**src/pid_pkg.sv**
```systemverilog
package pid_pkg;

	//////////////////////////////////////////////////
	// channels and sample path
	//////////////////////////////////////////////////

	localparam int N_CHAN = 2;			// servo channels, channel c drives dac channel c
	typedef logic [0:0] chan_t;

	localparam int W_ADC = 16;
	typedef logic signed [W_ADC-1:0] adc_data_t;

	localparam int W_OSM = 3;			// osm n averages 2^n samples
	typedef logic [W_OSM-1:0] osm_t;
	localparam int OSM_MAX = (1 << W_OSM) - 1;
	localparam int W_OSF_SUM = W_ADC + OSM_MAX;	// room for 2^OSM_MAX samples
	localparam int W_OSF_CNT = OSM_MAX;

	//////////////////////////////////////////////////
	// pid and output stage
	//////////////////////////////////////////////////

	localparam int W_COEF = 16;			// coefficients and setpoint
	typedef logic signed [W_COEF-1:0] coef_t;

	localparam int W_COMP = 40;
	typedef logic signed [W_COMP-1:0] comp_t;

	localparam int W_MLT = 16;
	localparam int W_RS = 5;

	localparam int W_DAC = 16;
	typedef logic [W_DAC-1:0] dac_data_t;

	//////////////////////////////////////////////////
	// dac8568 serial link
	//////////////////////////////////////////////////

	// control nibble of the dac frame
	typedef enum logic [3:0] {
		CMD_WRITE            = 4'd0,
		CMD_UPDATE           = 4'd1,
		CMD_WRITE_UPDATE_ALL = 4'd2,
		CMD_WRITE_UPDATE     = 4'd3
	} dac_cmd_e;

	typedef enum logic [1:0] {IDLE, SHIFT, GAP} dac_state_e;

	localparam int W_FRAME = 32;
	localparam int W_BITCNT = $clog2(2 * W_FRAME);	// counts sclk half periods
	localparam int DAC_CREDITS = 2;			// depth of the controller command buffer
	localparam int W_CRED = $clog2(DAC_CREDITS + 1);
	localparam int GAP_CYCLES = 2;			// nsync high between frames

endpackage

```
**src/output_preprocessor.sv**
```systemverilog
`timescale 1ns/1ps

module output_preprocessor (
	input  logic                             clk50,
	input  logic                             rst_n,
	input  logic                             in_valid,
	input  pid_pkg::chan_t                   in_chan,
	input  logic                             in_lock,
	input  pid_pkg::comp_t                   in_sum,
	input  logic signed [pid_pkg::W_MLT-1:0] multiplier,
	input  logic [pid_pkg::W_RS-1:0]         right_shift,
	input  pid_pkg::dac_data_t               out_min,
	input  pid_pkg::dac_data_t               out_max,
	input  pid_pkg::dac_data_t               out_init,
	output logic                             out_valid,
	output pid_pkg::chan_t                   out_chan,
	output pid_pkg::dac_data_t               out_data
);
	import pid_pkg::*;

	logic                           s1_valid;
	logic                           s1_lock;
	chan_t                          s1_chan;
	logic signed [W_COMP+W_MLT-1:0] s1_prod;	// sum * multiplier
	logic signed [W_COMP+W_MLT:0]   s2_val;	// scaled and offset, before the clamp

	assign s2_val = (s1_prod >>> right_shift) + $signed({1'b0, out_init});

	always_ff @(posedge clk50 or negedge rst_n) begin
		if (!rst_n) begin
			s1_valid  <= 1'b0;
			out_valid <= 1'b0;
		end else begin
			s1_valid  <= in_valid;
			out_valid <= s1_valid;
		end
	end

	always_ff @(posedge clk50) begin
		if (in_valid) begin
			s1_chan <= in_chan;
			s1_lock <= in_lock;
			s1_prod <= in_sum * multiplier;
		end
		if (s1_valid) begin
			out_chan <= s1_chan;
			if (!s1_lock)
				out_data <= out_init;	// parked output while unlocked
			else if (s2_val > $signed({1'b0, out_max}))
				out_data <= out_max;
			else if (s2_val < $signed({1'b0, out_min}))
				out_data <= out_min;
			else
				out_data <= s2_val[W_DAC-1:0];
		end
	end

endmodule

```
**config.mk**
```make
export PLATFORM = sky130hd
export DESIGN_NAME = output_preprocessor
export DESIGN_NICKNAME = d
export VERILOG_FILES = /design/src/pid_pkg.sv /design/src/output_preprocessor.sv
export SDC_FILE = /design/constraint.sdc
export NUM_CORES = 2
export LEC_CHECK = 0
export BUFFER_PORTS_ARGS = -buffer_cell sky130_fd_sc_hd__buf_2
export CAP_MARGIN = 20
export CORE_UTILIZATION = 37
export DETAILED_ROUTE_END_ITERATION = 10
export PLACE_DENSITY = 0.58
export SETUP_SLACK_MARGIN = 0.05
export SLEW_MARGIN = 20
export SYNTH_ARGS = -nofsm -noshare
export SYNTH_HDL_FRONTEND = slang
export SYNTH_SLANG_ARGS = --single-unit
export TNS_END_PERCENT = 5
```
**constraint.sdc**
```tcl
create_clock -name clk50 -period 5.9 [get_ports clk50]
set_input_delay 0.59 -clock clk50 [delete_from_list [all_inputs] [get_ports clk50]]
set_output_delay 0.59 -clock clk50 [all_outputs]
set_load 0.1 [all_outputs]
```
# After elaboration in Yosys (flattened, before gate mapping)
# Index checks and enable logic that the tools add are counted.
# op_classes
mul	1
n_shift	1
n_mux	3
n_addsub	1
n_lt_le_gt_ge	2
# op_table
cell	n
$add 57x17->57	1
$gt 57x17->1	1
$lt 57x17->1	1
$sshr 56x5->57	1
$mul 40x16->56	1
$mux 16	3
# word_totals
register_bits	77
word_cells	15
inputBits	114
out_inout_bits	18

# Longest topological paths before layout
# depth
ltp_word	6
ltp_mapped	36
ltp_nobuf	28

# Worst setup path before layout
# Ideal clock, no wire load.
# synth_timing
kind	in2reg
start	input port multiplier[15] (netlist bit)
end	register s1_prod[55], data pin
required_time_ns	5.640
t_arrival_ns	7.193
n_path_buf	1
setup_slack_ns	-1.553
setup_ns	0.260
path_stages	26
path_cell_list	clkinv_1 clkbuf_1 nor2_1 fa_1 fa_1 fa_1 fa_1 fa_1 inv_1 fa_1 inv_1 ha_1 and3_1 and4_1 and2_1 a21oi_1 a311oi_1 o2111ai_1 a31oi_1 a221oi_1 a21oi_1 a21oi_1 o21ai_0 a2111oi_0 a21oi_1 xnor2_1
# synth_via
elab_chain_cells	1
# synth_lines
item	line_no	rtl
from (decl)	output_preprocessor.sv:10	input logic signed [pid_pkg::W_MLT-1:0] multiplier,
$mul 40x16->56	output_preprocessor.sv:43	s1_prod <= in_sum * multiplier;
to (signal assigned)	output_preprocessor.sv:43	
to (decl)	output_preprocessor.sv:24	logic signed [W_COMP+W_MLT-1:0] s1_prod;
# Every way passes these cells.
# A chain may end at the register's enable or synchronous reset.

# Worst setup path after layout
# Ends and elaborated chain as after synthesis.

==> metrics.cfg <==
[critical_path]
cp_top_family=adder cells
critical_path_required_ns=6.03
crit_path_end_kind=flip-flop
start_kind=input pin
slowest_stage=fa_1
crit_arrival_ns=7.06
crit_top_cell=fa_1
path_class=input pin to flip-flop
crit_path_max_incr_delay_ns=0.61
worstRegToRegCells=22
cp_max_fo=6
crit_cells=28
crit_buf_inv=6

[yosys]
yosys.area.top_type=fa_1
synthTopCellsByArea=fa_1, inv_1, edfxtp_1
synth-seq-cells=77
syn_avg_cell_area_sq_um=8.762
synth_area_sq_um=31790
synth-edff-count=75
yosys.area.top_type_share=0.3772
synthCells=3628
synth_ff_type=edfxtp_1
synth_warnings=0
netlist_top_cells_count=inv_1, fa_1, nand2_1, and2_1, ha_1
synth.net_count=4518
ys_seq_area_frac=0.07243
yosys.cell_count.top_type=inv_1
async_flop_share=0.02597
synth.distinct_cells=95

[place]
pre_cts_slack_ns=-2.011
place.gp.congestion=0.8844
dpl.hpwl_um=75720
port_buffers=131

[grt]
grt_pass1_vias=27340
grt_overflow=0
antenna_found_initial=2
grt_max_degree=60
grt_pass1_wl_um=144300
grtUsageTotal=0.2088

[floorplanning]
die_width_um=295.1
top_level_ports=132
core_area_sq_um=85150
num_rows=107
start_util=0.3733
die-area_sq_um=87090
die_y_um=295.1

[clock_tree]
cts.sinks=77
cts_tree=done
htree_levels=3
clockBufferDepth=2
cts_root_buf=clkbuf_16
cts_buffers=9
worstSkewPairLatency_ns=0.37
clkSlewWorstSetupHoldPaths_ns=0.07

[sta]
rsz0062_at_grt=true
finClkSkew_ns=0.01784
hold_ws_ns=0.4074
hold_viol=0
slew_headroom=0.3822
max_freq_mhz=144.2
fin_crit_sh=1.175
setup_ws_ns=-1.035
worst_pin_slew_ns=0.9267
finalMaxSlewViolations=0
fin_crit_ns=6.935
setup_viol=31
tns_ns=-12.76

[drt]
post-route-drc-count=0
wl_per_cell_um=16.70
final_antenna_net_count=0
dr.pass1.iters=5
vias=26190
wirelength_um=88310
drt-initial-drc-count=1598
vias_per_cell=4.953

[run_status]
status=finished with violations
violations=negative setup slack

[finish]
layout.nets=5027
multiInputGateArea_sq_um=26330
fillers=8510
seq_area_sq_um=2302
drive_gt1_frac=0.2262
area_growth_pct=21.68

[min_path]
whs_path_depth=1
worst_hold_path_type=input pin to flip-flop

[job]
maxCapViolCount=0

[state kept, by name (all words and copies together), names as in the netlist]
| name | cells |
|---|---|
| out_valid | 1 |
| s1_chan | 1 |
| out_data | 16 |
| s1_prod | 56 |
| s1_valid | 1 |
| s1_lock | 1 |
| out_chan | 1 |
[timing repair]
item                                    in CTS  in global routing
hold buffers                                 1                  0
setup buffers                                1                 14
endpoints found under the setup margin      53                 51
pin swaps                                   39                 80
endpoints found under the hold margin        2                  0
cloned                                       0                  1
resized for setup                           96                104
[routing by layer]
metal / share of wire / GRT usage / up-vias
met3: 0.047 / 0.02007 / 113
met2: 0.47 / 0.3482 / 717
met4: 0.024 / 0.05346 / 0
met1: 0.46 / 0.2904 / 12960
li1: - / - / 12400
met5: 0 / 0 / -
[cell usage in the layout (no fill, tap or decap), drive strengths merged, types with 12 or more instances in the layout]
cell / n
xnor2: 55
a21oi: 132
inv: 787
nand2b: 33
nor2b: 15
o211ai: 24
mux2i: 85
edfxtp: 75
o21ai: 69
o21bai: 12
nor4: 12
o21a: 23
nor3: 25
nand4: 21
mux2: 39
clkbuf: 12
nor2: 154
and2: 217
mux4: 55
nand2: 550
nand3: 29
fa: 599
ha: 177
a31oi: 19
a211oi: 19
xor2: 27
a21o: 49
buf: 673
o221ai: 13
[per-stage QoR]
| step | instances | area, sq um | util |
|---|---|---|---|
| 2_1_floorplan | 3628 | 32310 | - |
| 3_3_place_gp | 5253 | 37500 | 0.4404 |
| 3_5_place_dp | 5253 | 37500 | 0.4404 |
| 4_1_cts | 5271 | 38220 | 0.4488 |
| 5_1_grt | 5287 | 38680 | 0.4542 |
| 6_report | 5287 | 38680 | 0.4542 |
[final cells by class]
class	instances	share of cell area
Multi-Input combinational cell	2586	0.6808
Timing Repair Buffer	677	0.1372
Inverter	786	0.07651
Sequential cell	77	0.05952
Tap cell	1144	0.03701
Clock buffer	9	0.005823
Clock inverter	7	0.003106
Antenna cell	1	0.00006470
[worst paths after layout]
path                                start           to  slack, ns
max                        multiplier[15]  s1_prod[55]      -1.03
min                               in_chan      s1_chan       0.41
max reg2reg                   s1_prod[31]  out_data[7]       0.23
min reg2reg                       s1_chan     out_chan       0.42
max in group asynchronous           rst_n     s1_valid       5.28
min in group asynchronous           rst_n    out_valid       0.53
[kinds of logic (layout without fill, tap and decap cells)]
logic type | count (synthesis) | count (layout) | share of synthesized area
AOI/OAI and AO/OA | 450 | 450 | 0.09526
xor gates and xnor gates | 82 | 82 | 0.02259
adders and majority gates | 776 | 776 | 0.4469
buffers and inverters | 965 | 1479 | 0.1194
DFF | 77 | 77 | 0.07243
muxes | 179 | 179 | 0.08136
other | 0 | 1 | 0
and+or+nand+nor | 1099 | 1099 | 0.1621
Power is left out: the tool's default activity adds up to more than one toggle a clock period on the data nets, which glitch-free logic cannot reach.
