## src/pid_pkg.sv

```systemverilog
package pid_pkg;

	//////////////////////////////////////////////////
	// channels and sample path
	//////////////////////////////////////////////////

	localparam int N_CHAN = 2;			// servo channels, channel c drives dac channel c
	typedef logic [0:0] chan_t;

	localparam int W_ADC = 16;
	typedef logic signed [W_ADC-1:0] adc_data_t;

	localparam int W_OSM = 3;			// osm n averages 2^n samples
	typedef logic [W_OSM-1:0] osm_t;
	localparam int OSM_MAX = (1 << W_OSM) - 1;
	localparam int W_OSF_SUM = W_ADC + OSM_MAX;	// room for 2^OSM_MAX samples
	localparam int W_OSF_CNT = OSM_MAX;

	//////////////////////////////////////////////////
	// pid and output stage
	//////////////////////////////////////////////////

	localparam int W_COEF = 16;			// coefficients and setpoint
	typedef logic signed [W_COEF-1:0] coef_t;

	localparam int W_COMP = 40;
	typedef logic signed [W_COMP-1:0] comp_t;

	localparam int W_MLT = 16;
	localparam int W_RS = 5;

	localparam int W_DAC = 16;
	typedef logic [W_DAC-1:0] dac_data_t;

	//////////////////////////////////////////////////
	// dac8568 serial link
	//////////////////////////////////////////////////

	// control nibble of the dac frame
	typedef enum logic [3:0] {
		CMD_WRITE            = 4'd0,
		CMD_UPDATE           = 4'd1,
		CMD_WRITE_UPDATE_ALL = 4'd2,
		CMD_WRITE_UPDATE     = 4'd3
	} dac_cmd_e;

	typedef enum logic [1:0] {IDLE, SHIFT, GAP} dac_state_e;

	localparam int W_FRAME = 32;
	localparam int W_BITCNT = $clog2(2 * W_FRAME);	// counts sclk half periods
	localparam int DAC_CREDITS = 2;			// depth of the controller command buffer
	localparam int W_CRED = $clog2(DAC_CREDITS + 1);
	localparam int GAP_CYCLES = 2;			// nsync high between frames

endpackage

```

## src/dac_controller.sv

```systemverilog
`timescale 1ns/1ps

module dac_controller (
	input  logic               clk50,
	input  logic               rst_n,
	input  logic               cmd_valid,
	input  pid_pkg::chan_t     cmd_chan,
	input  pid_pkg::dac_data_t cmd_data,
	output logic               cmd_credit,
	output logic               dac_nsync,
	output logic               dac_sclk,
	output logic               dac_din
);
	import pid_pkg::*;

	chan_t                          buf_chan [DAC_CREDITS];
	dac_data_t                      buf_data [DAC_CREDITS];
	logic [$clog2(DAC_CREDITS)-1:0] wr_ptr;
	logic [$clog2(DAC_CREDITS)-1:0] rd_ptr;
	logic [W_CRED-1:0]              buf_cnt;
	dac_state_e                     state;
	logic [W_BITCNT-1:0]            cnt;	// half periods in SHIFT, cycles in GAP
	logic [W_FRAME-1:0]             frame;
	logic [W_FRAME-1:0]             shreg;
	logic                           start;

	// 4 zeros, opcode, address, code, 4 feature bits
	assign frame = {4'b0000, CMD_WRITE_UPDATE, 4'(buf_chan[rd_ptr]), buf_data[rd_ptr], 4'b0000};

	// back to back frames leave the gap straight into SHIFT
	assign start = (buf_cnt != '0) &&
		(state == IDLE || (state == GAP && cnt == W_BITCNT'(GAP_CYCLES - 1)));

	//////////////////////////////////////////////////
	// command buffer
	//////////////////////////////////////////////////

	always_ff @(posedge clk50 or negedge rst_n) begin
		if (!rst_n) begin
			wr_ptr  <= '0;
			rd_ptr  <= '0;
			buf_cnt <= '0;
		end else begin
			if (cmd_valid)
				wr_ptr <= wr_ptr + 1'b1;
			if (start)
				rd_ptr <= rd_ptr + 1'b1;
			case ({cmd_valid, start})
				2'b10:   buf_cnt <= buf_cnt + 1'b1;
				2'b01:   buf_cnt <= buf_cnt - 1'b1;
				default: ;
			endcase
		end
	end

	always_ff @(posedge clk50) begin
		if (cmd_valid) begin
			buf_chan[wr_ptr] <= cmd_chan;
			buf_data[wr_ptr] <= cmd_data;
		end
		if (start)
			shreg <= frame << 1;	// msb leaves on the first cycle
		else if (state == SHIFT && !dac_sclk)
			shreg <= shreg << 1;
	end

	//////////////////////////////////////////////////
	// serial frame engine
	//////////////////////////////////////////////////

	always_ff @(posedge clk50 or negedge rst_n) begin
		if (!rst_n) begin
			state      <= IDLE;
			cnt        <= '0;
			cmd_credit <= 1'b0;
			dac_nsync  <= 1'b1;
			dac_sclk   <= 1'b0;
			dac_din    <= 1'b0;
		end else begin
			cmd_credit <= start;	// slot freed, hand the credit back
			if (start) begin
				state     <= SHIFT;
				cnt       <= '0;
				dac_nsync <= 1'b0;
				dac_sclk  <= 1'b1;
				dac_din   <= frame[W_FRAME-1];
			end else begin
				case (state)
					SHIFT: begin
						cnt      <= cnt + 1'b1;
						dac_sclk <= ~dac_sclk;
						if (!dac_sclk)
							dac_din <= shreg[W_FRAME-1];	// new bit with the rising sclk
						if (cnt == W_BITCNT'(2 * W_FRAME - 1)) begin
							state     <= GAP;
							cnt       <= '0;
							dac_nsync <= 1'b1;
							dac_sclk  <= 1'b0;
							dac_din   <= 1'b0;
						end
					end
					GAP: begin
						cnt <= cnt + 1'b1;
						if (cnt == W_BITCNT'(GAP_CYCLES - 1))
							state <= IDLE;
					end
					default: ;
				endcase
			end
		end
	end

endmodule

```

## config.mk

```make
export PLATFORM = sky130hd
export DESIGN_NAME = dac_controller
export DESIGN_NICKNAME = d
export VERILOG_FILES = /design/src/pid_pkg.sv /design/src/dac_controller.sv
export SDC_FILE = /design/constraint.sdc
export NUM_CORES = 1
export LEC_CHECK = 0
export BUFFER_PORTS_ARGS = -buffer_cell sky130_fd_sc_hd__buf_4
export CORE_UTILIZATION = 60
export DETAILED_ROUTE_END_ITERATION = 10
export GPL_TIMING_DRIVEN = 1
export HOLD_SLACK_MARGIN = 0.02
export PLACE_DENSITY = 0.85
export SETUP_SLACK_MARGIN = 0.2
export SKIP_LAST_GASP = 1
export SLEW_MARGIN = 20
export SYNTH_ARGS = -nofsm -noshare
export SYNTH_HDL_FRONTEND = slang
export SYNTH_SLANG_ARGS = --single-unit
```

## constraint.sdc

```tcl
create_clock -name clk50 -period 5.51 [get_ports clk50]
set_input_delay 0.551 -clock clk50 [delete_from_list [all_inputs] [get_ports clk50]]
set_output_delay 0.551 -clock clk50 [all_outputs]
set_load 0.005 [all_outputs]
```

Yosys cells after proc, flatten, opt, wreduce, memory -nomap -nowiden
Memories as Yosys holds them, arrays and structs flattened.
Cells that the tools add are included.
{ "word_totals": {"reg_bits": 43, "latch_bits": 0, "ram_bits": 34, "romBits": 0, "inputBits": 20, "output_inout_bits": 4, "elab_cells": 65, "n_memories": 2} }
{ "mem_list": {"columns": ["memory", "depth", "width", "read_ports", "rd_clocked_by_memory_dff", "write_ports", "line_no", "text"], "rows": [
  ["buf_data", 2, 16, 1, 0, 1, "dac_controller.sv:17", "dac_data_t buf_data [DAC_CREDITS];"],
  ["buf_chan", 2, 1, 1, 0, 1, "dac_controller.sv:16", "chan_t buf_chan [DAC_CREDITS];"]
]} }
{ "classes": {"add_sub_neg": 5, "mul": 0, "div": 0, "n_lt_le_gt_ge": 0, "n_eq_ne": 9, "shifts": 0, "n_mux": 22, "bitwise_logic": 1, "n_reduce_logical": 15} }
{ "ops": {"columns": ["op", "n"], "rows": [
  ["$mux 22", 2],
  ["$mux 1", 12],
  ["$mux 6", 2],
  ["$pmux 6 s2", 1],
  ["$reduce_bool 2->1", 5],
  ["$pmux 2 s2", 2],
  ["$add 6x1->6 const B", 1],
  ["$eq 6x1->1 const B", 1],
  ["$eq 6x6->1 const B", 1],
  ["$mux 2", 3],
  ["$ne 3x2->1 const B", 2],
  ["$eq 2x1->1 const B", 2],
  ["$eq 2x2->1 const B", 2],
  ["$reduce_and 2->1", 2],
  ["$logic_and 1x1->1", 3],
  ["$ne 3x1->1 const B", 1],
  ["$reduce_and 3->1", 1],
  ["$reduce_bool 3->1", 1],
  ["$add 1x1->1 const B", 2],
  ["$add 2x1->2 const B", 1],
  ["$logic_not 2->1", 1],
  ["$sub 2x1->2 const B", 1],
  ["$logic_not 1->1", 1],
  ["$logic_or 1x1->1", 1],
  ["$not 1->1", 1]
]} }

Logic depth before layout (Yosys ltp)
{ "logic_depth": {"depth_word": 6, "mapped_depth": 8, "mapped_depth_nobuf": 6} }

Worst setup path after synthesis
No wires, ideal clock.
{ "synth_path": {"kind": "flip-flop to flip-flop", "from": "reg cnt[3]", "to": "reg shreg[10] (enable)", "setup_time_ns": 0.374, "arrival_ns": 1.722, "required_ns": 5.136, "path_slack_ns": 3.414, "stages_incl_launch_ff": 7, "path_buffers": 2, "synth_period_minus_slack_ns": 2.096, "path_cell_list": "dfrtp_1 > nor4_4 > a21boi_2 > or2_1 > buf_6 > buf_6 > nand2_1"} }
{ "synth_between": {"elab_chain_len": 5} }
{ "synth_lines": {"columns": ["element", "line_no", "text"], "rows": [
  ["start, declared", "dac_controller.sv:22", "logic [W_BITCNT-1:0] cnt;"],
  ["start signal, assigned", "dac_controller.sv:90", "cnt <= cnt + 1'b1;"],
  ["start signal, assigned", "dac_controller.sv:103", "cnt <= cnt + 1'b1;"],
  ["$eq 6x1->1", "dac_controller.sv:32", "(state == IDLE || (state == GAP && cnt == W_BITCNT'(GAP_CYCLES - 1)));"],
  ["$logic_and 1x1->1", "dac_controller.sv:32", null],
  ["$logic_or 1x1->1", "dac_controller.sv:32", null],
  ["$logic_and 1x1->1", "dac_controller.sv:31", "assign start = (buf_cnt != '0) &&"],
  ["$reduce_bool 2->1 (no line)", null, null],
  ["end signal, assigned", "dac_controller.sv:62", "shreg <= frame << 1;"],
  ["end signal, assigned", "dac_controller.sv:64", "shreg <= shreg << 1;"],
  ["end, declared", "dac_controller.sv:24", "logic [W_FRAME-1:0] shreg;"]
]} }
Every way passes these cells.
A chain may end at the register's enable or synchronous reset.

Worst setup path in the final report
{ "layout_path": {"from": "reg cnt[0]", "to": "reg shreg[17] (enable)"} }
Same word-level chain as after synthesis.

==> summary.txt <==
Run status
  – Status: completed

Floorplanning
  – Die H: 74.3 um
  – Initial core utilization: 0.643
  – Core box area: 0.00488 mm2
  – Rows: 25
  – Ports: 24
  – Die footprint: 0.00552 mm2
  – Die Wd: 74.3 um

Power and ir drop
  – Internal: 1.28 mW
  – Combinational share of power: 0.253
  – Leakage: 1.36 nW
  – Sw Ratio: 0.321
  – Psw: 0.604 mW
  – IR drop worst, VDD: 0.303 mV
  – Power Dens Cells: 540 mW/mm2
  – Reg power frac: 0.534
  – Clock power share: 0.213

Critical path
  – Critical Path Fanout Max: 26
  – Worst setup path class: register to register
  – RR Startpoint: cnt[0]
  – Critical path arrival: 3090 ps
  – Reg2reg setup slack: 2330 ps
  – Length in cells of the worst reg-to-reg path: 4
  – CP startpoint kind: register
  – R2R Path End: shreg[17]
  – CP required: 5420 ps
  – Crit path capture type: register

Placed design
  – Port-buffer cells: 23
  – DP HPWL: 3.02 mm
  – Routability Congestion: 0.808

Detailed routing
  – Via count: 1,873
  – Final ANT Viol Nets: 0
  – Iteration-0 DRC Markers: 113
  – Drt total wl: 4.63 mm
  – Vias per cell: 5.62
  – Post-route DRC: 0
  – First-pass DRT Iterations: 4
  – Post-DR wirelength/cell: 13.9 um

Synth
  – EDFF count, synth: 51
  – Yosys warnings: 0
  – FFs w/ async S/R, synth: 0.208
  – Synth Instances: 240
  – Synthesis-stage register bit count: 77
  – Post-synth cell types: 42
  – Part of the Yosys area used for sequential elements: 0.680
  – Top-area cell type share of the netlist area: 0.488
  – Mapped Area: 0.00314 mm2
  – Dominant synthesized flop cell: edfxtp_1
  – Yosys top cell by area: edfxtp_1
  – Syn Area/Cell: 13.1 um2
  – Post-Syn Nets: 262
  – Synth top area cells: edfxtp_1, dfrtp_1, dfxtp_1, mux2i_1, o21ai_0

Clocking
  – CTS root buf: clkbuf_8
  – CTS Hold Bufs: 0
  – Post-CTS setup buffers: 0
  – Clock-pin transition on the worst setup and hold timing paths: 80 ps
  – Resized Gates After CTS: 0
  – Clock Sinks: 77
  – Clock Latency Late Sink: 340 ps
  – CTS tree: done
  – CTS H-tree lvls: 3
  – CTS Buf Count: 9
  – CTS Buffer Depth: 2

Timing
  – Clock Skews: 6.90 ps
  – Relative slew slack: 0.369
  – Fin crit share: 0.576
  – Endpoints failing hold: 0
  – RSZ-0062 raised after global routing: no
  – Fmax: 315 MHz
  – Post-layout minimum cycle time: 3180 ps
  – Worst Max-Slew Pin Slew: 946 ps
  – TNS Setup: 0 ps
  – Max-slew violations: 0
  – Final setup vio count: 0

Layout
  – Post-layout util: 0.715
  – # diodes: 0
  – Final nets: 283
  – Share of cells above drive strength 1: 0.165
  – Commonest non-fill, non-tap cells in the layout: edfxtp_1, nand2_1, o21ai_0, buf_4, mux2i_1
  – Layout area overhead: 11.2%
  – Most common cell after layout, fill and taps aside: edfxtp_1

Global route
  – Pin count of the biggest net entering global routing: 27
  – Gr usage total: 0.194
  – First-pass GRT wire length: 7.57 mm
  – GR Overflow Total: 0
  – Vias in the first global route: 1,746
  – Antenna violations before repair: 0

Flow run
  – Max-Cap Viols: 0

Worst hold path
  – HP Class: input pin to asynchronous set/reset pin
[critical path, stage by stage, from the launching register on]
cell and delay (ps):
dfrtp_1 450, ha_1 270, a21boi_2 550, or2_1 800, nand2_1 680
[flip-flops by register name, indices dropped and copies added, names as in the netlist]
name	count
buf_data	32
shreg	27
cnt	6
buf_chan	2
buf_cnt	2
state	2
cmd_credit	1
dac_din	1
dac_nsync	1
dac_sclk	1
rd_ptr	1
wr_ptr	1
[cell type report]
cell class | instances | area (um2)
flip-flops and latches | 77 | 2130
fillers | 343 | 1390
multi-input cells | 143 | 873
repair buffers | 24 | 180
clock buffers | 10 | 128
well taps | 67 | 83.8
clock inverters | 6 | 61.3
inverters | 6 | 27.5
[cell families after synthesis]
kind of cell / after synthesis / synth area share
mux: 17 / 0.0542
xor+xnor: 7 / 0.0195
buf+inv: 20 / 0.0415
compound gates: 58 / 0.105
fa+ha+maj: 2 / 0.00798
flops: 77 / 0.680
simple gates: 59 / 0.0917
[synth_stat cells, types with 2 or more instances]
cell type and number:
a21oi_1 10, and3_1 3, buf_2 3, buf_6 4
clkbuf_1 6, dfrtp_1 15, dfxtp_1 10, edfxtp_1 51
ha_1 2, inv_1 5, mux2i_1 17, nand2_1 29
nand3_1 7, nand4_1 2, nor2_1 7, nor4_1 2
o21ai_0 24, o21ai_1 13, o31ai_1 2, xnor2_1 3
xor2_1 4
[metal layers]
metal	share of wire	GRT usage
met1	0.43	0.226
met2	0.50	0.324
met3	0.055	0.0664
met4	0.014	0.0943
met5	0	0
[stage by stage]
step / power, mW / instance area [um2] / instances / hold slack, ps / setup WS [ps]
6_report: 1.88 / 3490 / 333 / 55.1 / 2330
4_1_cts: 1.89 / 3490 / 333 / 50.6 / 2320
3_3_place_gp: 1.47 / 3300 / 317 / 418 / 2400
2_1_floorplan: 1.38 / 3140 / 240 / 255 / 3410
3_5_place_dp: 1.49 / 3300 / 317 / 421 / 2370
5_1_grt: 2.00 / 3490 / 333 / 48.5 / 2020
[worst max path at each step]
stage | start | end | slack [ps]
3_5_place_dp | cnt[0] | shreg[18] | 2370
6_report | cnt[0] | shreg[17] | 2330
5_1_grt | cnt[0] | shreg[17] | 2020
2_1_floorplan | cnt[3] | shreg[10] | 3410
3_3_place_gp | cnt[0] | shreg[17] | 2400
4_1_cts | cnt[0] | shreg[18] | 2320
[power groups by stage]
stage	logic (mW)	clock network (mW)	registers (mW)
after floorplan	0.432	0	0.950
after global placement	0.460	0	1.01
after detailed placement	0.477	0	1.02
after CTS	0.481	0.408	1.01
after global routing	0.544	0.433	1.03
final	0.476	0.400	1.01
(Power assumes the default switching activity.)
