`config.mk`:
```
export PLATFORM = sky130hd
export DESIGN_NAME = dac_instr_queue
export DESIGN_NICKNAME = d
export VERILOG_FILES = /design/src/pid_pkg.sv /design/src/dac_instr_queue.sv
export SDC_FILE = /design/constraint.sdc
export NUM_CORES = 1
export LEC_CHECK = 0
export ABC_AREA = 1
export ABC_CLOCK_PERIOD_IN_PS = 1700
export BUFFER_PORTS_ARGS = -buffer_cell sky130_fd_sc_hd__buf_2
export CAP_MARGIN = 20
export CORE_AREA = 2 2 75 77
export DETAILED_ROUTE_END_ITERATION = 8
export DIE_AREA = 0 0 77 79
export GPL_TIMING_DRIVEN = 0
export SYNTH_ARGS = -nofsm -noshare
export SYNTH_HDL_FRONTEND = slang
export SYNTH_SLANG_ARGS = --single-unit
export TNS_END_PERCENT = 50
```
`constraint.sdc`:
```
create_clock -name clk50 -period 1.7 [get_ports clk50]
set_input_delay 0 -clock clk50 [delete_from_list [all_inputs] [get_ports clk50]]
set_output_delay 0 -clock clk50 [all_outputs]
set_load 0.01 [all_outputs]
```
`src/pid_pkg.sv`:
```
package pid_pkg;

	//////////////////////////////////////////////////
	// channels and sample path
	//////////////////////////////////////////////////

	localparam int N_CHAN = 2;			// servo channels, channel c drives dac channel c
	typedef logic [0:0] chan_t;

	localparam int W_ADC = 16;
	typedef logic signed [W_ADC-1:0] adc_data_t;

	localparam int W_OSM = 3;			// osm n averages 2^n samples
	typedef logic [W_OSM-1:0] osm_t;
	localparam int OSM_MAX = (1 << W_OSM) - 1;
	localparam int W_OSF_SUM = W_ADC + OSM_MAX;	// room for 2^OSM_MAX samples
	localparam int W_OSF_CNT = OSM_MAX;

	//////////////////////////////////////////////////
	// pid and output stage
	//////////////////////////////////////////////////

	localparam int W_COEF = 16;			// coefficients and setpoint
	typedef logic signed [W_COEF-1:0] coef_t;

	localparam int W_COMP = 40;
	typedef logic signed [W_COMP-1:0] comp_t;

	localparam int W_MLT = 16;
	localparam int W_RS = 5;

	localparam int W_DAC = 16;
	typedef logic [W_DAC-1:0] dac_data_t;

	//////////////////////////////////////////////////
	// dac8568 serial link
	//////////////////////////////////////////////////

	// control nibble of the dac frame
	typedef enum logic [3:0] {
		CMD_WRITE            = 4'd0,
		CMD_UPDATE           = 4'd1,
		CMD_WRITE_UPDATE_ALL = 4'd2,
		CMD_WRITE_UPDATE     = 4'd3
	} dac_cmd_e;

	typedef enum logic [1:0] {IDLE, SHIFT, GAP} dac_state_e;

	localparam int W_FRAME = 32;
	localparam int W_BITCNT = $clog2(2 * W_FRAME);	// counts sclk half periods
	localparam int DAC_CREDITS = 2;			// depth of the controller command buffer
	localparam int W_CRED = $clog2(DAC_CREDITS + 1);
	localparam int GAP_CYCLES = 2;			// nsync high between frames

endpackage

```
`src/dac_instr_queue.sv`:
```
`timescale 1ns/1ps

module dac_instr_queue (
	input  logic               clk50,
	input  logic               rst_n,
	input  logic               in_valid,
	input  pid_pkg::chan_t     in_chan,
	input  pid_pkg::dac_data_t in_data,
	input  logic               cmd_credit,
	output logic               cmd_valid,
	output pid_pkg::chan_t     cmd_chan,
	output pid_pkg::dac_data_t cmd_data
);
	import pid_pkg::*;

	logic [N_CHAN-1:0] pending;
	dac_data_t         code [N_CHAN];	// newest code per channel
	chan_t             oldest;		// channel that has waited longest
	logic [W_CRED-1:0] credits;		// free slots in the controller buffer
	logic [N_CHAN-1:0] pend_left;

	// oldest first, otherwise the other channel
	assign cmd_chan  = pending[oldest] ? oldest : ~oldest;
	assign cmd_valid = (credits != '0) && (pending != '0);
	assign cmd_data  = code[cmd_chan];

	always_comb begin
		pend_left = pending;
		if (cmd_valid)
			pend_left[cmd_chan] = 1'b0;
	end

	always_ff @(posedge clk50 or negedge rst_n) begin
		if (!rst_n) begin
			pending <= '0;
			oldest  <= '0;
			credits <= W_CRED'(DAC_CREDITS);
		end else begin
			pending <= pend_left;
			if (in_valid)
				pending[in_chan] <= 1'b1;	// newest wins, age is kept

			// age tracking
			if (!pend_left[oldest]) begin
				if (pend_left[~oldest])
					oldest <= ~oldest;
				else if (in_valid)
					oldest <= in_chan;
			end

			case ({cmd_valid, cmd_credit})
				2'b10:   credits <= credits - 1'b1;
				2'b01:   credits <= credits + 1'b1;
				default: ;
			endcase
		end
	end

	always_ff @(posedge clk50) begin
		if (in_valid)
			code[in_chan] <= in_data;
	end

endmodule

```
### Word-level counts from Yosys, hierarchy flattened

Memory sizes are Yosys's and may differ from the RTL's.
Cells that the tools add are included.

| cells by class | value |
|---|---|
| bitwise operators | 5 |
| magnitude comparators | 6 |
| mux-type cells | 18 |
| reduce and logical (&&, ||, !) cells | 8 |
| add/subtract/negate cells | 2 |
| eq/ne operators | 2 |

Operators with widths:

| kind | count |
|---|---|
| $mux W1 | 13 |
| $lt A1 B2 Y1 const B | 4 |
| $reduce_bool A2 Y1 | 4 |
| $mux W2 | 2 |
| $pmux W2 S2 | 1 |
| $logic_and A1 B1 Y1 | 3 |
| $add A2 B1 Y2 const B | 1 |
| $and A2 B2 Y2 | 1 |
| $demux W1 S1 | 2 |
| $eq A2 B1 Y1 const B | 1 |
| $eq A2 B2 Y1 const B | 1 |
| $ge A1 B1 Y1 const B | 2 |
| $not A1 Y1 | 2 |
| $not A2 Y2 | 1 |
| $or A2 B2 Y2 | 1 |
| $reduce_and A2 Y1 | 1 |
| $sub A2 B1 Y2 const B | 1 |

| storage, ports and cells | value |
|---|---|
| word-level logic and storage cells | 45 |
| output and inout port bits | 18 |
| bits of input ports | 21 |
| RAM bits | 32 |
| bits in registers | 5 |
| memories kept | 1 |

Memories:

| name | depth | width | read ports | clocked after Yosys merged registers in | write ports | line | text |
|---|---|---|---|---|---|---|---|
| code | 2 | 16 | 1 | 0 | 1 | dac_instr_queue.sv:17 | `dac_data_t code [N_CHAN];` |

### Longest topological paths before layout

| depth | value |
|---|---|
| word-level depth | 14 |
| mapped depth | 7 |

### Worst setup path before layout

OpenSTA, ideal clock, no wires.

| timing | value |
|---|---|
| kind | register to register |
| start | register credits[1] |
| end | register credits[1] |
| period minus slack after synthesis | 1.440 ns |
| path buffers | 0 |
| data arrival time | 1.353 ns |
| stages on the path, launching flop included | 8 |
| path slack | 0.260 ns |
| cells stage by stage | dfstp_2 > inv_1 > nand2_1 > o21ai_0 > ha_1 > a21oi_1 > o21ai_0 > xor2_1 |

| between the ends | value |
|---|---|
| cells in the longest elaborated chain, start to end | 4 |
| elaborated cells on any way between the ends | 8 |
| those cells by class | add/sub: 2; eq/ne: 2; mux: 1; reduce/logical: 3 |

RTL lines:

| what | line | text |
|---|---|---|
| start: declaration | dac_instr_queue.sv:19 | `logic [W_CRED-1:0] credits;` |
| start signal: assignment | dac_instr_queue.sv:37 | `credits <= W_CRED'(DAC_CREDITS);` |
| start signal: assignment | dac_instr_queue.sv:52 | `2'b10: credits <= credits - 1'b1;` |
| start signal: assignment | dac_instr_queue.sv:53 | `2'b01: credits <= credits + 1'b1;` |
| $reduce_bool A2 Y1 | dac_instr_queue.sv:24 | `assign cmd_valid = (credits != '0) && (pending != '0);` |
| $logic_and A1 B1 Y1 | dac_instr_queue.sv:24 |  |
| $eq A2 B1 Y1 / $eq A2 B2 Y1 (equally long branches) | dac_instr_queue.sv:51 | `case ({cmd_valid, cmd_credit})` |
| $pmux W2 S2 / $reduce_bool A2 Y1 (equally long branches) | -- |  |

Parallel ways exist; a longest one is shown, timed or not.
A chain may end at the register's enable or synchronous reset.

### Worst setup path after layout

Same ends and word-level chain as after synthesis.

==> out/qor.json <==
{
  "critical_path_peak_fanout": {"value": 2},
  "postSynthNetCount": {"value": 141},
  "layout-drive-gt1-share": {"value": 36.2, "unit": "%"},
  "setup.worst_path.class": {"value": "flop to flop"},
  "clock_tree.root_cell": {"value": "sky130_fd_sc_hd__clkbuf_8"},
  "vias": {"value": 1030},
  "clock_tree_from_tritoncts": {"value": "done"},
  "floorplan.die_area": {"value": 6080, "unit": "sq um"},
  "min_period_over_period": {"value": 89.2, "unit": "%"},
  "r2r_end": {"value": "credits[1]"},
  "grt_max_degree": {"value": 17},
  "num-fill-cells": {"value": 544},
  "clock_transition_at_the_registers_of_the_reported_paths": {"value": 70, "unit": "ps"},
  "worstSetupStartpointType": {"value": "flop"},
  "timing_worst_slew_pin_value": {"value": 894, "unit": "ps"},
  "top_level_port_count": {"value": 39},
  "hold-worst-slack": {"value": 70.8, "unit": "ps"},
  "input_output_buffers": {"value": 38},
  "grt_usage": {"value": 10.3, "unit": "%"},
  "vias_in_the_first_global_route": {"value": 1045},
  "number_of_antenna_violations_at_the_first_check_in_global_routing": {"value": 0},
  "grt_use_met3": {"value": 4.20, "unit": "%"},
  "synth_cell_types": {"value": 15},
  "netlist.area_leader.share": {"value": 63.0, "unit": "%"},
  "run_status": {"value": "complete, no violations"},
  "groute.layer.met1.usage": {"value": 12.3, "unit": "%"},
  "synth.yosys.warnings": {"value": 0},
  "routed_wl": {"value": 2.74, "unit": "mm"},
  "pre_cts_ws": {"value": 154, "unit": "ps"},
  "register_bit_count_reported_by_yosys": {"value": 37},
  "clk_path_buf_depth": {"value": 2},
  "cellLeakagePower": {"value": 0.921, "unit": "nW"},
  "grt_setup_unrepaired": {"value": "no"},
  "initialDrtViolationCount": {"value": 38},
  "drt-vias-per-instance": {"value": 4.01},
  "seq_area": {"value": 1090, "unit": "sq um"},
  "drv_cap": {"value": 0},
  "top_post_synthesis_cells_by_area": {"value": "sky130_fd_sc_hd__edfxtp_1, sky130_fd_sc_hd__o21ai_2, sky130_fd_sc_hd__dfrtp_1, sky130_fd_sc_hd__nand2_1, sky130_fd_sc_hd__inv_1"},
  "worst_setup_path_end_kind": {"value": "flop"},
  "worst_ir_drop_vdd": {"value": 0.816, "unit": "mV"},
  "synth_largest_area_cell": {"value": "sky130_fd_sc_hd__edfxtp_1"},
  "pwr_density_cell": {"value": 1500, "unit": "nW/um^2"},
  "setup.reg_to_reg.worst_slack": {"value": 180, "unit": "ps"},
  "layout-area-overhead-vs-synth": {"value": 37.4, "unit": "%"},
  "multiInputGateArea": {"value": 320, "unit": "sq um"},
  "timing.final.hold_violations": {"value": 0},
  "die_width": {"value": 77, "unit": "um"},
  "min-delay-path-class": {"value": "input pin to async pin"},
  "antenna-diode-count": {"value": 0},
  "number_of_placement_rows": {"value": 27},
  "clock_network_latency_to_the_later_pin_of_the_worst_skew_pair": {"value": 280, "unit": "ps"},
  "worst_r2r_startpoint": {"value": "credits[1]"},
  "finish.net_count": {"value": 206},
  "postLayoutSetupSlackWorst": {"value": 184, "unit": "ps"},
  "drt_pass1_iterations": {"value": 4},
  "clkSinkCount": {"value": 37},
  "avgSynthCellArea": {"value": 12.8, "unit": "sq um"},
  "timing.reg2reg.worst_path_depth": {"value": 7},
  "globalRoute.busiestLayer": {"value": "met2"},
  "use_met2": {"value": 16.8, "unit": "%"},
  "total_grt_overflow": {"value": 0},
  "cp_data_required_time": {"value": 1910, "unit": "ps"},
  "h-tree-depth": {"value": 2},
  "total_power": {"value": 3.14, "unit": "mW"},
  "fp.dieH": {"value": 79, "unit": "um"},
  "final.setup_skew": {"value": 0.797, "unit": "ps"},
  "floorplan.core_area": {"value": 5340, "unit": "sq um"},
  "crit_arrival": {"value": 1720, "unit": "ps"},
  "synth.cell_area": {"value": 1530, "unit": "sq um"},
  "maxSlewHeadroom": {"value": 40.3, "unit": "%"},
  "cts_made_buffers": {"value": 5},
  "drt_drc_violations_left": {"value": 0},
  "setup_viol": {"value": 0},
  "grt_first_pass_wirelength": {"value": 4.73, "unit": "mm"},
  "synth_cells": {"value": 119},
  "place_hpwl": {"value": 1.85, "unit": "mm"},
  "finalCriticalPeriod": {"value": 1520, "unit": "ps"},
  "final-max-slew-violation-count": {"value": 0},
  "setup_total_negative_slack": {"value": 0, "unit": "ps"},
  "place_congestion": {"value": 0.761},
  "initial_core_util": {"value": 28.6, "unit": "%"},
  "clock.fmax": {"value": 0.660, "unit": "GHz"},
  "antenna_violating_nets_post_route": {"value": 0},
  "share_of_synthesized_area_occupied_by_flip_flops_and_latches": {"value": 71.3, "unit": "%"},
  "wl_per_cell": {"value": 10.7, "unit": "um"}
}
## per-stage QoR
stage | util [%] | area, sq um | cells
finish | 39.3 | 2100 | 257
global route | 39.3 | 2100 | 257
floorplan | - | 1530 | 119
detailed placement | 33.9 | 1810 | 229
CTS | 39.1 | 2090 | 256
global placement | 33.8 | 1810 | 229
## layout make-up
type                       count  share of cell area [%]
sequential                    37                    51.9
timing repair buffer          58                    18.5
multi-input combinational     56                    15.3
clock buffer                   8                    4.30
tap                           72                    4.30
inverter                      23                    4.12
buffer                         3                    1.61
## how the worst max path moves through the flow
stage,startpoint,endpoint
5_1_grt,credits[1],credits[1]
3_5_place_dp,credits[1],credits[1]
3_3_place_gp,in_valid,code[0][5]
4_1_cts,credits[1],credits[1]
6_report,credits[1],credits[1]
2_1_floorplan,credits[1],credits[1]
## power by group
| part | switching [mW] | total (mW) | internal [mW] |
|---|---|---|---|
| registers | 0.0691 | 1.19 | 1.12 |
| clock network | 0.279 | 0.609 | 0.330 |
| logic | 0.767 | 1.35 | 0.580 |
| total | 1.11 | 3.14 | 2.03 |
## synth_stat cells
| master | number |
|---|---|
| sky130_fd_sc_hd__a21oi_1 | 1 |
| sky130_fd_sc_hd__buf_6 | 3 |
| sky130_fd_sc_hd__dfrtp_1 | 4 |
| sky130_fd_sc_hd__dfstp_2 | 1 |
| sky130_fd_sc_hd__edfxtp_1 | 32 |
| sky130_fd_sc_hd__ha_1 | 1 |
| sky130_fd_sc_hd__inv_1 | 23 |
| sky130_fd_sc_hd__nand2_1 | 26 |
| sky130_fd_sc_hd__nand2_2 | 3 |
| sky130_fd_sc_hd__nand3_1 | 1 |
| sky130_fd_sc_hd__nor2_1 | 1 |
| sky130_fd_sc_hd__o21ai_0 | 7 |
| sky130_fd_sc_hd__o21ai_2 | 14 |
| sky130_fd_sc_hd__xnor2_1 | 1 |
| sky130_fd_sc_hd__xor2_1 | 1 |
## critical path, cell delays in order, from the launching register on
cell	delay, ps
sky130_fd_sc_hd__dfstp_2	530
sky130_fd_sc_hd__inv_1	50
sky130_fd_sc_hd__nand2_1	70
sky130_fd_sc_hd__o21ai_1	90
sky130_fd_sc_hd__ha_1	320
sky130_fd_sc_hd__a21oi_1	110
sky130_fd_sc_hd__o21ai_0	110
sky130_fd_sc_hd__xor2_1	150
## state kept, by name, summed over array words and instances (netlist names)
name / flops
code: 32
pending: 2
credits: 2
oldest: 1
## routing by layer
metal / part of all wire (%) / vias to the layer above / wire, um
met5: 0 / - / 0
met4: 1.3 / 0 / 35
met3: 6.4 / 6 / 174
met2: 49 / 31 / 1350
met1: 43 / 472 / 1180
li1: - / 521 / -
## logic make-up (layout without fill, tap and decap cells)
| kind of cell | count (synthesis) | after routing | share of synthesized area [%] |
|---|---|---|---|
| xor gates and xnor gates | 2 | 2 | 1.15 |
| DFF | 37 | 37 | 71.3 |
| adders and majority gates | 1 | 1 | 0.820 |
| AOI/OAI and AO/OA | 22 | 22 | 10.7 |
| and+or+nand+nor | 31 | 31 | 8.20 |
| buffers and inverters | 26 | 92 | 7.87 |
## cells in the final DEF (no fill, tap or decap), types with 4 or more instances in the layout
cell / netlist / routed
sky130_fd_sc_hd__nand2_1: 26 / 26
sky130_fd_sc_hd__inv_1: 23 / 23
sky130_fd_sc_hd__dfrtp_1: 4 / 4
sky130_fd_sc_hd__o21ai_0: 7 / 6
sky130_fd_sc_hd__buf_2: 0 / 38
sky130_fd_sc_hd__o21ai_2: 14 / 14
sky130_fd_sc_hd__edfxtp_1: 32 / 32
sky130_fd_sc_hd__dlygate4sd3_1: 0 / 19
sky130_fd_sc_hd__clkbuf_8: 0 / 6
## repair_timing
action,in CTS,in global routing
endpoints found under the hold margin,39,0
endpoints found under the setup margin,0,1
hold buffers,19,0
resized for setup,0,1
setup buffers,0,1
Power figures use the tool's default switching activity.
