File: config.mk
export PLATFORM = sky130hd
export DESIGN_NAME = oversample_filter
export DESIGN_NICKNAME = d
export VERILOG_FILES = /design/src/pid_pkg.sv /design/src/oversample_filter.sv
export SDC_FILE = /design/constraint.sdc
export NUM_CORES = 1
export LEC_CHECK = 0
export BUFFER_PORTS_ARGS = -buffer_cell sky130_fd_sc_hd__buf_2
export CELL_PAD_IN_SITES_DETAIL_PLACEMENT = 0
export CELL_PAD_IN_SITES_GLOBAL_PLACEMENT = 1
export CORE_ASPECT_RATIO = 1.1
export CORE_MARGIN = 2
export CORE_UTILIZATION = 51
export CTS_BUF_LIST = sky130_fd_sc_hd__clkbuf_16
export DETAILED_ROUTE_END_ITERATION = 7
export GPL_ROUTABILITY_DRIVEN = 0
export PLACE_DENSITY_LB_ADDON = 0.1
export SETUP_SLACK_MARGIN = 0.3
export SLEW_MARGIN = 20
export SYNTH_ARGS = -nofsm -noshare
export SYNTH_HDL_FRONTEND = slang
export SYNTH_SLANG_ARGS = --single-unit
export TNS_END_PERCENT = 5
File: constraint.sdc
create_clock -name clk50 -period 7.4 [get_ports clk50]
set_input_delay 1.11 -clock clk50 [delete_from_list [all_inputs] [get_ports clk50]]
set_output_delay 1.11 -clock clk50 [all_outputs]
set_load 0.005 [all_outputs]
File: src/pid_pkg.sv
package pid_pkg;

	//////////////////////////////////////////////////
	// channels and sample path
	//////////////////////////////////////////////////

	localparam int N_CHAN = 2;			// servo channels, channel c drives dac channel c
	typedef logic [0:0] chan_t;

	localparam int W_ADC = 16;
	typedef logic signed [W_ADC-1:0] adc_data_t;

	localparam int W_OSM = 3;			// osm n averages 2^n samples
	typedef logic [W_OSM-1:0] osm_t;
	localparam int OSM_MAX = (1 << W_OSM) - 1;
	localparam int W_OSF_SUM = W_ADC + OSM_MAX;	// room for 2^OSM_MAX samples
	localparam int W_OSF_CNT = OSM_MAX;

	//////////////////////////////////////////////////
	// pid and output stage
	//////////////////////////////////////////////////

	localparam int W_COEF = 16;			// coefficients and setpoint
	typedef logic signed [W_COEF-1:0] coef_t;

	localparam int W_COMP = 40;
	typedef logic signed [W_COMP-1:0] comp_t;

	localparam int W_MLT = 16;
	localparam int W_RS = 5;

	localparam int W_DAC = 16;
	typedef logic [W_DAC-1:0] dac_data_t;

	//////////////////////////////////////////////////
	// dac8568 serial link
	//////////////////////////////////////////////////

	// control nibble of the dac frame
	typedef enum logic [3:0] {
		CMD_WRITE            = 4'd0,
		CMD_UPDATE           = 4'd1,
		CMD_WRITE_UPDATE_ALL = 4'd2,
		CMD_WRITE_UPDATE     = 4'd3
	} dac_cmd_e;

	typedef enum logic [1:0] {IDLE, SHIFT, GAP} dac_state_e;

	localparam int W_FRAME = 32;
	localparam int W_BITCNT = $clog2(2 * W_FRAME);	// counts sclk half periods
	localparam int DAC_CREDITS = 2;			// depth of the controller command buffer
	localparam int W_CRED = $clog2(DAC_CREDITS + 1);
	localparam int GAP_CYCLES = 2;			// nsync high between frames

endpackage

File: src/oversample_filter.sv
`timescale 1ns/1ps

module oversample_filter (
	input  logic               clk50,
	input  logic               rst_n,
	input  logic               in_valid,
	input  pid_pkg::chan_t     in_chan,
	input  pid_pkg::adc_data_t in_data,
	input  pid_pkg::osm_t      osm,
	output logic               out_valid,
	output pid_pkg::chan_t     out_chan,
	output pid_pkg::adc_data_t out_data
);
	import pid_pkg::*;

	logic signed [W_OSF_SUM-1:0] sum [N_CHAN];	// running sum per channel
	logic [W_OSF_CNT-1:0]        cnt [N_CHAN];	// samples taken so far
	logic signed [W_OSF_SUM-1:0] sum_nx;
	logic                        grp_last;		// this sample closes the group

	assign sum_nx   = sum[in_chan] + in_data;
	assign grp_last = (cnt[in_chan] == W_OSF_CNT'((32'd1 << osm) - 32'd1));

	always_ff @(posedge clk50 or negedge rst_n) begin
		if (!rst_n) begin
			for (int c = 0; c < N_CHAN; c++) begin
				sum[c] <= '0;
				cnt[c] <= '0;
			end
			out_valid <= 1'b0;
		end else begin
			out_valid <= in_valid && grp_last;
			if (in_valid) begin
				if (grp_last) begin
					// restart the group for this channel
					sum[in_chan] <= '0;
					cnt[in_chan] <= '0;
				end else begin
					sum[in_chan] <= sum_nx;
					cnt[in_chan] <= cnt[in_chan] + 1'b1;
				end
			end
		end
	end

	// average = sum / 2^osm
	always_ff @(posedge clk50) begin
		if (in_valid && grp_last) begin
			out_chan <= in_chan;
			out_data <= adc_data_t'(sum_nx >>> osm);
		end
	end

endmodule

Yosys cells after proc, flatten, opt, wreduce, memory -nomap -nowiden
Index checks and enable logic that the tools add are counted.
{"block": "classes", "eq_ne": 1, "addsub": 3, "n_lt_le_gt_ge": 2, "n_reduce_logical": 2, "shifts": 2, "bitwise": 5, "n_mux": 14}
{"cell": "23-bit 2-to-1 mux", "n": 4}
{"cell": "46-bit bitwise AND", "n": 1}
{"cell": "46-bit bitwise mux", "n": 1}
{"cell": "46-bit 2-to-1 mux", "n": 1}
{"cell": "46-bit NOT", "n": 1}
{"cell": "7-bit 2-to-1 mux", "n": 4}
{"cell": "23-bit by 16-bit adder with 23-bit output", "n": 1}
{"cell": "23-bit demux with 1-bit select", "n": 1}
{"cell": "23-bit by 3-bit >>> shifter with 16-bit output", "n": 1}
{"cell": "14-bit bitwise AND", "n": 1}
{"cell": "14-bit bitwise mux", "n": 1}
{"cell": "14-bit 2-to-1 mux", "n": 1}
{"cell": "14-bit NOT", "n": 1}
{"cell": "7-bit by 1-bit adder with 7-bit output, second input constant", "n": 1}
{"cell": "7-bit demux with 1-bit select", "n": 1}
{"cell": "7-bit == test", "n": 1}
{"cell": "1-bit by 3-bit left shift with 7-bit output, first input constant", "n": 1}
{"cell": "7-bit by 1-bit subtractor with 7-bit output, second input constant", "n": 1}
{"cell": "2-bit >= comparator, second input constant", "n": 1}
{"cell": "1-bit logical AND", "n": 2}
{"cell": "2-bit by 1-bit less-than comparator with 1-bit output, second input constant", "n": 1}
{"cell": "1-bit NOT with 2-bit output", "n": 1}
{"block": "totals", "inputBits": 23, "wordCells": 36, "output_inout_bits": 18, "register_bits": 78}

Depth between registers and ports, before layout
Gate-level depths: netlist of run 1.
{"block": "depth", "ltp_word": 8, "mapped_depth": 14, "depth_no_buf": 11}

Worst setup path after synthesis of run 1
No wires, ideal clock.
{"block": "synth_timing", "kind": "input port to flip-flop", "start": "input port osm[0]", "end": "register out_chan, enable pin", "path_slack_ns": 2.688, "arrival_time_ns": 4.320, "required_time_ns": 7.008, "stages": 10, "n_path_buf": 5, "setup_time_ns": 0.392, "cell_sequence": "clkbuf_1 > buf_1 > buf_1 > nand2_1 > ha_1 > or4_1 > a311o_1 > buf_6 > buf_6 > nor2_1"}
{"block": "synth_via", "elab_chain_len": 4}
{"item": "start, declared", "line": "oversample_filter.sv:9", "text": "input pid_pkg::osm_t osm,"}
{"item": "1-bit by 3-bit left shift with 7-bit output", "line": "oversample_filter.sv:22", "text": "assign grp_last = (cnt[in_chan] == W_OSF_CNT'((32'd1 << osm) - 32'd1));"}
{"item": "7-bit by 1-bit subtractor with 7-bit output", "line": "oversample_filter.sv:22"}
{"item": "7-bit == test", "line": "oversample_filter.sv:22"}
{"item": "1-bit logical AND", "line": "oversample_filter.sv:48", "text": "if (in_valid && grp_last) begin"}
{"item": "end signal, assigned", "line": "oversample_filter.sv:49", "text": "out_chan <= in_chan;"}
{"item": "end, declared", "line": "oversample_filter.sv:11", "text": "output pid_pkg::chan_t out_chan,"}
No other way between the ends.
A chain may end at the register's enable or synchronous reset.

Worst setup path after layout of run 1
{"block": "layout_timing", "start": "input port in_chan", "end": "register out_data[5], data pin"}
{"block": "layout_via", "elab_chain_len": 6}
{"item": "start, declared", "line": "oversample_filter.sv:7", "text": "input pid_pkg::chan_t in_chan,"}
{"item": "1-bit NOT with 2-bit output (not written as such)", "line": "oversample_filter.sv:21", "text": "assign sum_nx = sum[in_chan] + in_data;"}
{"item": "23-bit 2-to-1 mux (not written as such) (3 in a row)", "line": "oversample_filter.sv:21"}
{"item": "23-bit by 16-bit adder with 23-bit output", "line": "oversample_filter.sv:21"}
{"item": "23-bit by 3-bit >>> shifter with 16-bit output", "line": "oversample_filter.sv:50", "text": "out_data <= adc_data_t'(sum_nx >>> osm);"}
{"item": "end signal, assigned", "line": "oversample_filter.sv:50"}
{"item": "end, declared", "line": "oversample_filter.sv:12", "text": "output pid_pkg::adc_data_t out_data"}
No other way between the ends. The select of a mux whose other input is x is not followed.

==> results.toml, run 1 <==
[status]
status = "complete, no violations"

[synthesis]
ys_types = 60
async_reset_ff_frac = 0.782
synth-edff-count = 17
synth.area.top_cells = "dfrtp_1 (28%), edfxtp_1 (9.4%), nand2_1 (7.6%)"
syn_nets = 647
synth_seq_cells = 78
synth_most_common_cell = "nand2_1"
synth.top_cell.area_share = 0.281
syn_avg_cell_area_um2 = 9.07
synthCells = 599
synth-warning-count = 0
ys_seq_area_frac = 0.375
post-synth-top-area-cell = "dfrtp_1"
ys_top_cells_by_count = "nand2_1 (110), o21ai_0 (62), dfrtp_1 (61)"
syn_area_um2 = 5430
synthFlopType = "dfrtp_1"

[final_layout]
layout-drive-gt1-share = 0.169
fin_nets = 665
multiInputGateArea_um2 = 3200
syn2layout_area_growth_pct = 10.1
diodes = 0
seqCellArea_um2 = 2040
fin_area_um2 = 5980
fillers = 969

[sta]
rsz0062_at_grt = "no"
slew_viol_final = 0
skew_ns = 0.00780
hold_ws_ns = 0.473
fmax_mhz = 210
tns_ns = 0
maxSlewHeadroom = 0.326
setup_viol = 0
period_minus_slack_ns = 4.76
fin_crit_sh = 0.644
hold_violations = 0
worstMarginPinSlew_ns = 1.01

[clock_network]
clkSlewWorstSetupHoldPaths_ns = 0.06
cts.path.max_buffers = 2
cts_setup_buffers = 0
ctsHoldBuffers = 0
cts_buffers = 9
numClockSinks = 78
clock-root-buffer = "clkbuf_16"
h-tree-depth = 3
cts_tree = "yes"
cts_resized = 0
clkLatencyLatePin_ns = 0.34

[detailed_routing]
wire_per_inst_um = 16.5
num_vias = 4433
routed_via_density = 5.79
initialDrtViolationCount = 146
drc_errors = 0
drtAntennaViolNets = 0
wirelength_um = 12600
first_pass_iters = 4

[power]
ir_worst_vdd_mv = 0.178
powerDensity_nw_per_um2 = 435
combinationalPowerShare = 0.559
seq_power_share = 0.262
netSwitchingFraction = 0.428
p_sw_mw = 1.11
p_int_mw = 1.49
p_leak_nw = 2.60
clock_power_share = 0.178

[die]
die_w_um = 102
dieHeight_um = 112
start_util = 0.523
ios = 41
coreArea_um2 = 10400
dieArea_um2 = 11500
rows = 39

[worst_setup_path]
crit_path_end_kind = "flop"
crit_family = "multiplexers"
cp.depth = 11
r2r_end = "out_data[5]"
worstSetupPathType = "in -> reg"
cp_slowest_cell = "buf_2"
worst-path-buf-inv = 1
rrSetupSlack_ns = 3.89
cpMostUsedCell = "mux2_2"
startpoint_type = "input port"
slowest_delay_ns = 0.71
cp_max_fo = 36
worstPathArrival_ns = 4.85
crit_required_ns = 7.48
r2r_cells = 10
worstReg2RegStart = "sum[23]"
path_cells = "buf_2 -> mux2_2 -> ha_1 -> fa_1 -> a211oi_1 -> o21ai_1 -> o21a_1 -> a31oi_1 -> xnor2_1 -> mux2_2 -> mux4_2"

[worst_hold_path]
hold_depth = 2
hold_end = "sum[21]"
hold_path.class = "reg -> reg"
hold_path.startpoint = "sum[21]"

[place]
placed_cell_area_um2 = 5680
portBuffers = 40
place_hpwl_um = 8910

[grt]
grt_pass1_vias = 4335
grtUsageTotal = 0.236
grt_overflow = 0
grt_pass1_wl_um = 21500
antenna_found_initial = 0
grt_max_degree = 62

[job]
drv_cap = 0
[placed cells by master, fill, tap and decap left out, types with 2 or more instances in the layout]
master and count:
nand2_1 110, o21ai_0 62, dfrtp_1 61, buf_2 40
mux2_2 36, a21oi_1 32, ha_1 24, nor2_1 23
o21ai_1 23, mux2i_1 23, xnor2_1 19, edfxtp_1 17
inv_1 10, a21o_1 10, nand3_1 10, xor2_1 9
clkbuf_16 9, o31ai_1 8, o211ai_1 7, a211oi_1 7
nor3_1 6, or2b_1 5, or3_1 4, a31oi_1 4
mux4_2 4, clkinv_1 4, o21bai_1 4, nand2b_1 4
and2_1 3, o21a_1 3, nand4_1 3, o22ai_1 3
buf_4 3, nor4_1 2, mux2i_4 2, nor3b_2 2
bufinv_16 2
[area by class of cell]
type,instances,share of cell area
multi-input cells,475,0.535
flip-flops and latches,78,0.341
clock buffers,9,0.0377
repair buffers,43,0.0372
well taps,143,0.0299
clock inverters,7,0.0134
inverters,10,0.00628
[sequential cells by signal, summed over array words and instances (netlist names)]
signal	cells
out_data	16
cnt	14
out_valid	1
out_chan	1
sum	46
[power groups by stage]
stage	Sequential, mW	Combinational, mW	Clock [mW]
finish	0.682	1.46	0.464
global route	0.703	1.64	0.489
CTS	0.683	1.45	0.472
global placement	0.685	1.41	0
detailed placement	0.691	1.43	0
floorplan	0.667	1.11	0
[through the flow]
stage / setup WS [ns] / power (mW) / std cells / util
after CTS: 2.68 / 2.60 / 765 / 0.575
final: 2.64 / 2.60 / 765 / 0.575
after global routing: 2.32 / 2.83 / 765 / 0.575
after floorplan: 2.69 / 1.78 / 599 / -
after detailed placement: 2.34 / 2.12 / 749 / 0.546
after global placement: 2.41 / 2.10 / 749 / 0.546
[routing by layer]
layer,vias up,track usage,share of wire
li1,2192,-,-
met1,2113,0.333,0.48
met4,0,0.102,0.022
met5,-,0,0
met2,109,0.368,0.46
met3,19,0.0249,0.037
[tightest hold or removal path, cell delays in order, from the launching register on]
cell and delay, ns:
dfrtp_1 0.33, nand2_1 0.04, o21ai_0 0.06
[logic make-up (layout without fill, tap and decap cells)]
| logic type | Yosys count | count (layout) | share of synthesized area |
|---|---|---|---|
| mux | 65 | 65 | 0.142 |
| simple gates | 181 | 181 | 0.150 |
| buf+inv | 46 | 69 | 0.0368 |
| compound gates | 176 | 176 | 0.193 |
| flops | 78 | 78 | 0.375 |
| fa+ha+maj | 25 | 25 | 0.0590 |
| xor+xnor | 28 | 28 | 0.0451 |
[worst max-delay path by stage]
stage / startpoint / end / slack, ns
after floorplan: osm[0] / out_chan / 2.69
after global placement: in_chan / out_data[5] / 2.41
after detailed placement: in_chan / out_data[5] / 2.34
after CTS: in_chan / out_data[5] / 2.68
after global routing: in_chan / out_data[15] / 2.32
final: in_chan / out_data[5] / 2.64
(Power assumes the default switching activity.)
==> run 2: changes to the inputs <==
--- a/config.mk
+++ b/config.mk
@@ -10,7 +10,7 @@
 export CELL_PAD_IN_SITES_GLOBAL_PLACEMENT = 1
 export CORE_ASPECT_RATIO = 1.1
 export CORE_MARGIN = 2
-export CORE_UTILIZATION = 51
+export CORE_UTILIZATION = 43
 export CTS_BUF_LIST = sky130_fd_sc_hd__clkbuf_16
 export DETAILED_ROUTE_END_ITERATION = 7
 export GPL_ROUTABILITY_DRIVEN = 0
==> constraint.sdc (replaced) <==
create_clock -name clk50 -period 4.09 [get_ports clk50]
set_input_delay 0.6135 -clock clk50 [delete_from_list [all_inputs] [get_ports clk50]]
set_output_delay 0.6135 -clock clk50 [all_outputs]
set_load 0.005 [all_outputs]
==> run 2 against run 1 <==
  * Die area is 18% higher
  * Clock skew down 0.0037 ns
  * Non-clock buffer count is 13 higher
  * Wire length up 9.9%
  * Sequential cell count unchanged
  * Critical path type unchanged
  * Highest routed layer unchanged
==> results.toml, run 2 (same netlist as run 1, synthesis figures left out) <==
[worst_setup_path]
slowest_delay_ns = 0.48
crit_family = "compound AO/OA/AOI/OAI gates"
cp-startpoint = "in_chan"
worstPathArrival_ns = 3.75
startpoint_type = "input port"
cp_slowest_cell = "mux4_2"
worst-path-buf-inv = 2
crit_required_ns = 4.18
path_cells = "buf_2 -> buf_12 -> mux2_2 -> ha_1 -> o211ai_1 -> o211ai_1 -> a21oi_1 -> o41ai_2 -> xnor2_1 -> mux2i_1 -> mux4_2"
worstSetupPathType = "in -> reg"
worstReg2RegStart = "sum[0]"
rrSetupSlack_ns = 0.63
cpMostUsedCell = "o211ai_1"
crit_path_end_kind = "flop"
cp_max_fo = 12

[detailed_routing]
num_vias = 4446
wire_per_inst_um = 17.5
wirelength_um = 13900
initialDrtViolationCount = 194
drc_errors = 0
first_pass_iters = 4
drtAntennaViolNets = 0
routed_via_density = 5.61

[final_layout]
diodes = 0
top_register = "sum"
largest_reg_flops = 46
fin_util = 0.491
reg_top3 = "sum (46), out_data (16), cnt (14)"
fin_nets = 678
fin_cells = 792
syn2layout_area_growth_pct = 12.8
layout-drive-gt1-share = 0.189
fin_area_um2 = 6130
final_common_cell = "nand2_1"
final_cell_mix = "nand2_1 (110), o21ai_0 (62), dfrtp_1 (61), buf_2 (40), mux2_2 (36)"

[place]
pre_cts_ws_ns = 0.0293
placed_cell_area_um2 = 5810
portBuffers = 40
place_hpwl_um = 10100
post-place-cells = 776

[die]
coreArea_um2 = 12500
rows = 43
dieHeight_um = 122
dieArea_um2 = 13600
ios = 41
die_w_um = 111
start_util = 0.435

[clock_network]
cts_tree = "yes"
cts_setup_buffers = 0
ctsHoldBuffers = 0
cts.path.max_buffers = 2
clkSlewWorstSetupHoldPaths_ns = 0.06
h-tree-depth = 3
numClockSinks = 78
clkLatencyLatePin_ns = 0.35
cts_buffers = 9
clock-root-buffer = "clkbuf_16"

[sta]
hold_ws_ns = 0.311
setup_viol = 0
rsz0062_at_grt = "yes"
hold_violations = 0
fin_crit_sh = 0.896
maxSlewHeadroom = 0.332
worstMarginPinSlew_ns = 1.00
tns_ns = 0
fmax_mhz = 273
skew_ns = 0.00414
fin_ws_ns = 0.426
period_minus_slack_ns = 3.66
slew_viol_final = 0

[power]
power_mw = 4.81
p_leak_nw = 2.68
ir_worst_vdd_mv = 0.282
powerDensity_nw_per_um2 = 786

[grt]
antenna_found_initial = 0
grt_pass1_vias = 4465
grt_max_degree = 57
grtUsageTotal = 0.213
grt_pass1_wl_um = 22600
grt_overflow = 0

[status]
status = "complete, no violations"

[job]
drv_cap = 0

[worst_hold_path]
hold_path.class = "in -> async"
run 2: metal layers:
metal,up-vias,routed length (µm),global-route usage
li1,2214,-,-
met1,2122,6630,0.287
met2,93,6470,0.349
met3,17,527,0.0388
met4,0,250,0.0733
met5,-,0,0
run 2: path summary, 6_finish.rpt:
| check | end | cells past startpoint |
|---|---|---|
| setup / recovery | out_data[14] | 11 |
| hold / removal | cnt[4] | 1 |
| setup reg to reg | out_data[5] | 10 |
| hold reg to reg | sum[9] | 2 |
| max in group asynchronous | sum[17] | 2 |
| min in group clk50 | sum[9] | 2 |
run 2: power by group:
part	switching [mW]	internal [mW]	total, mW	leakage (nW)
Sequential	0.131	1.10	1.23	0.921
Combinational	1.61	1.13	2.74	1.60
Clock	0.318	0.524	0.842	0.153
Total	2.06	2.75	4.81	2.68
run 2: layout make-up:
cell class	instances	area (µm²)
repair buffers	56	333
clock inverters	7	80.1
inverters	10	37.5
well taps	157	196
fillers	1237	6350
flip-flops and latches	78	2040
multi-input cells	475	3220
clock buffers	9	225
run 2: repair_timing:
item                                    4_1_cts  5_1_grt
endpoints found under the setup margin        0        4
hold endpoints to repair                      0        0
gates resized for setup                       0        2
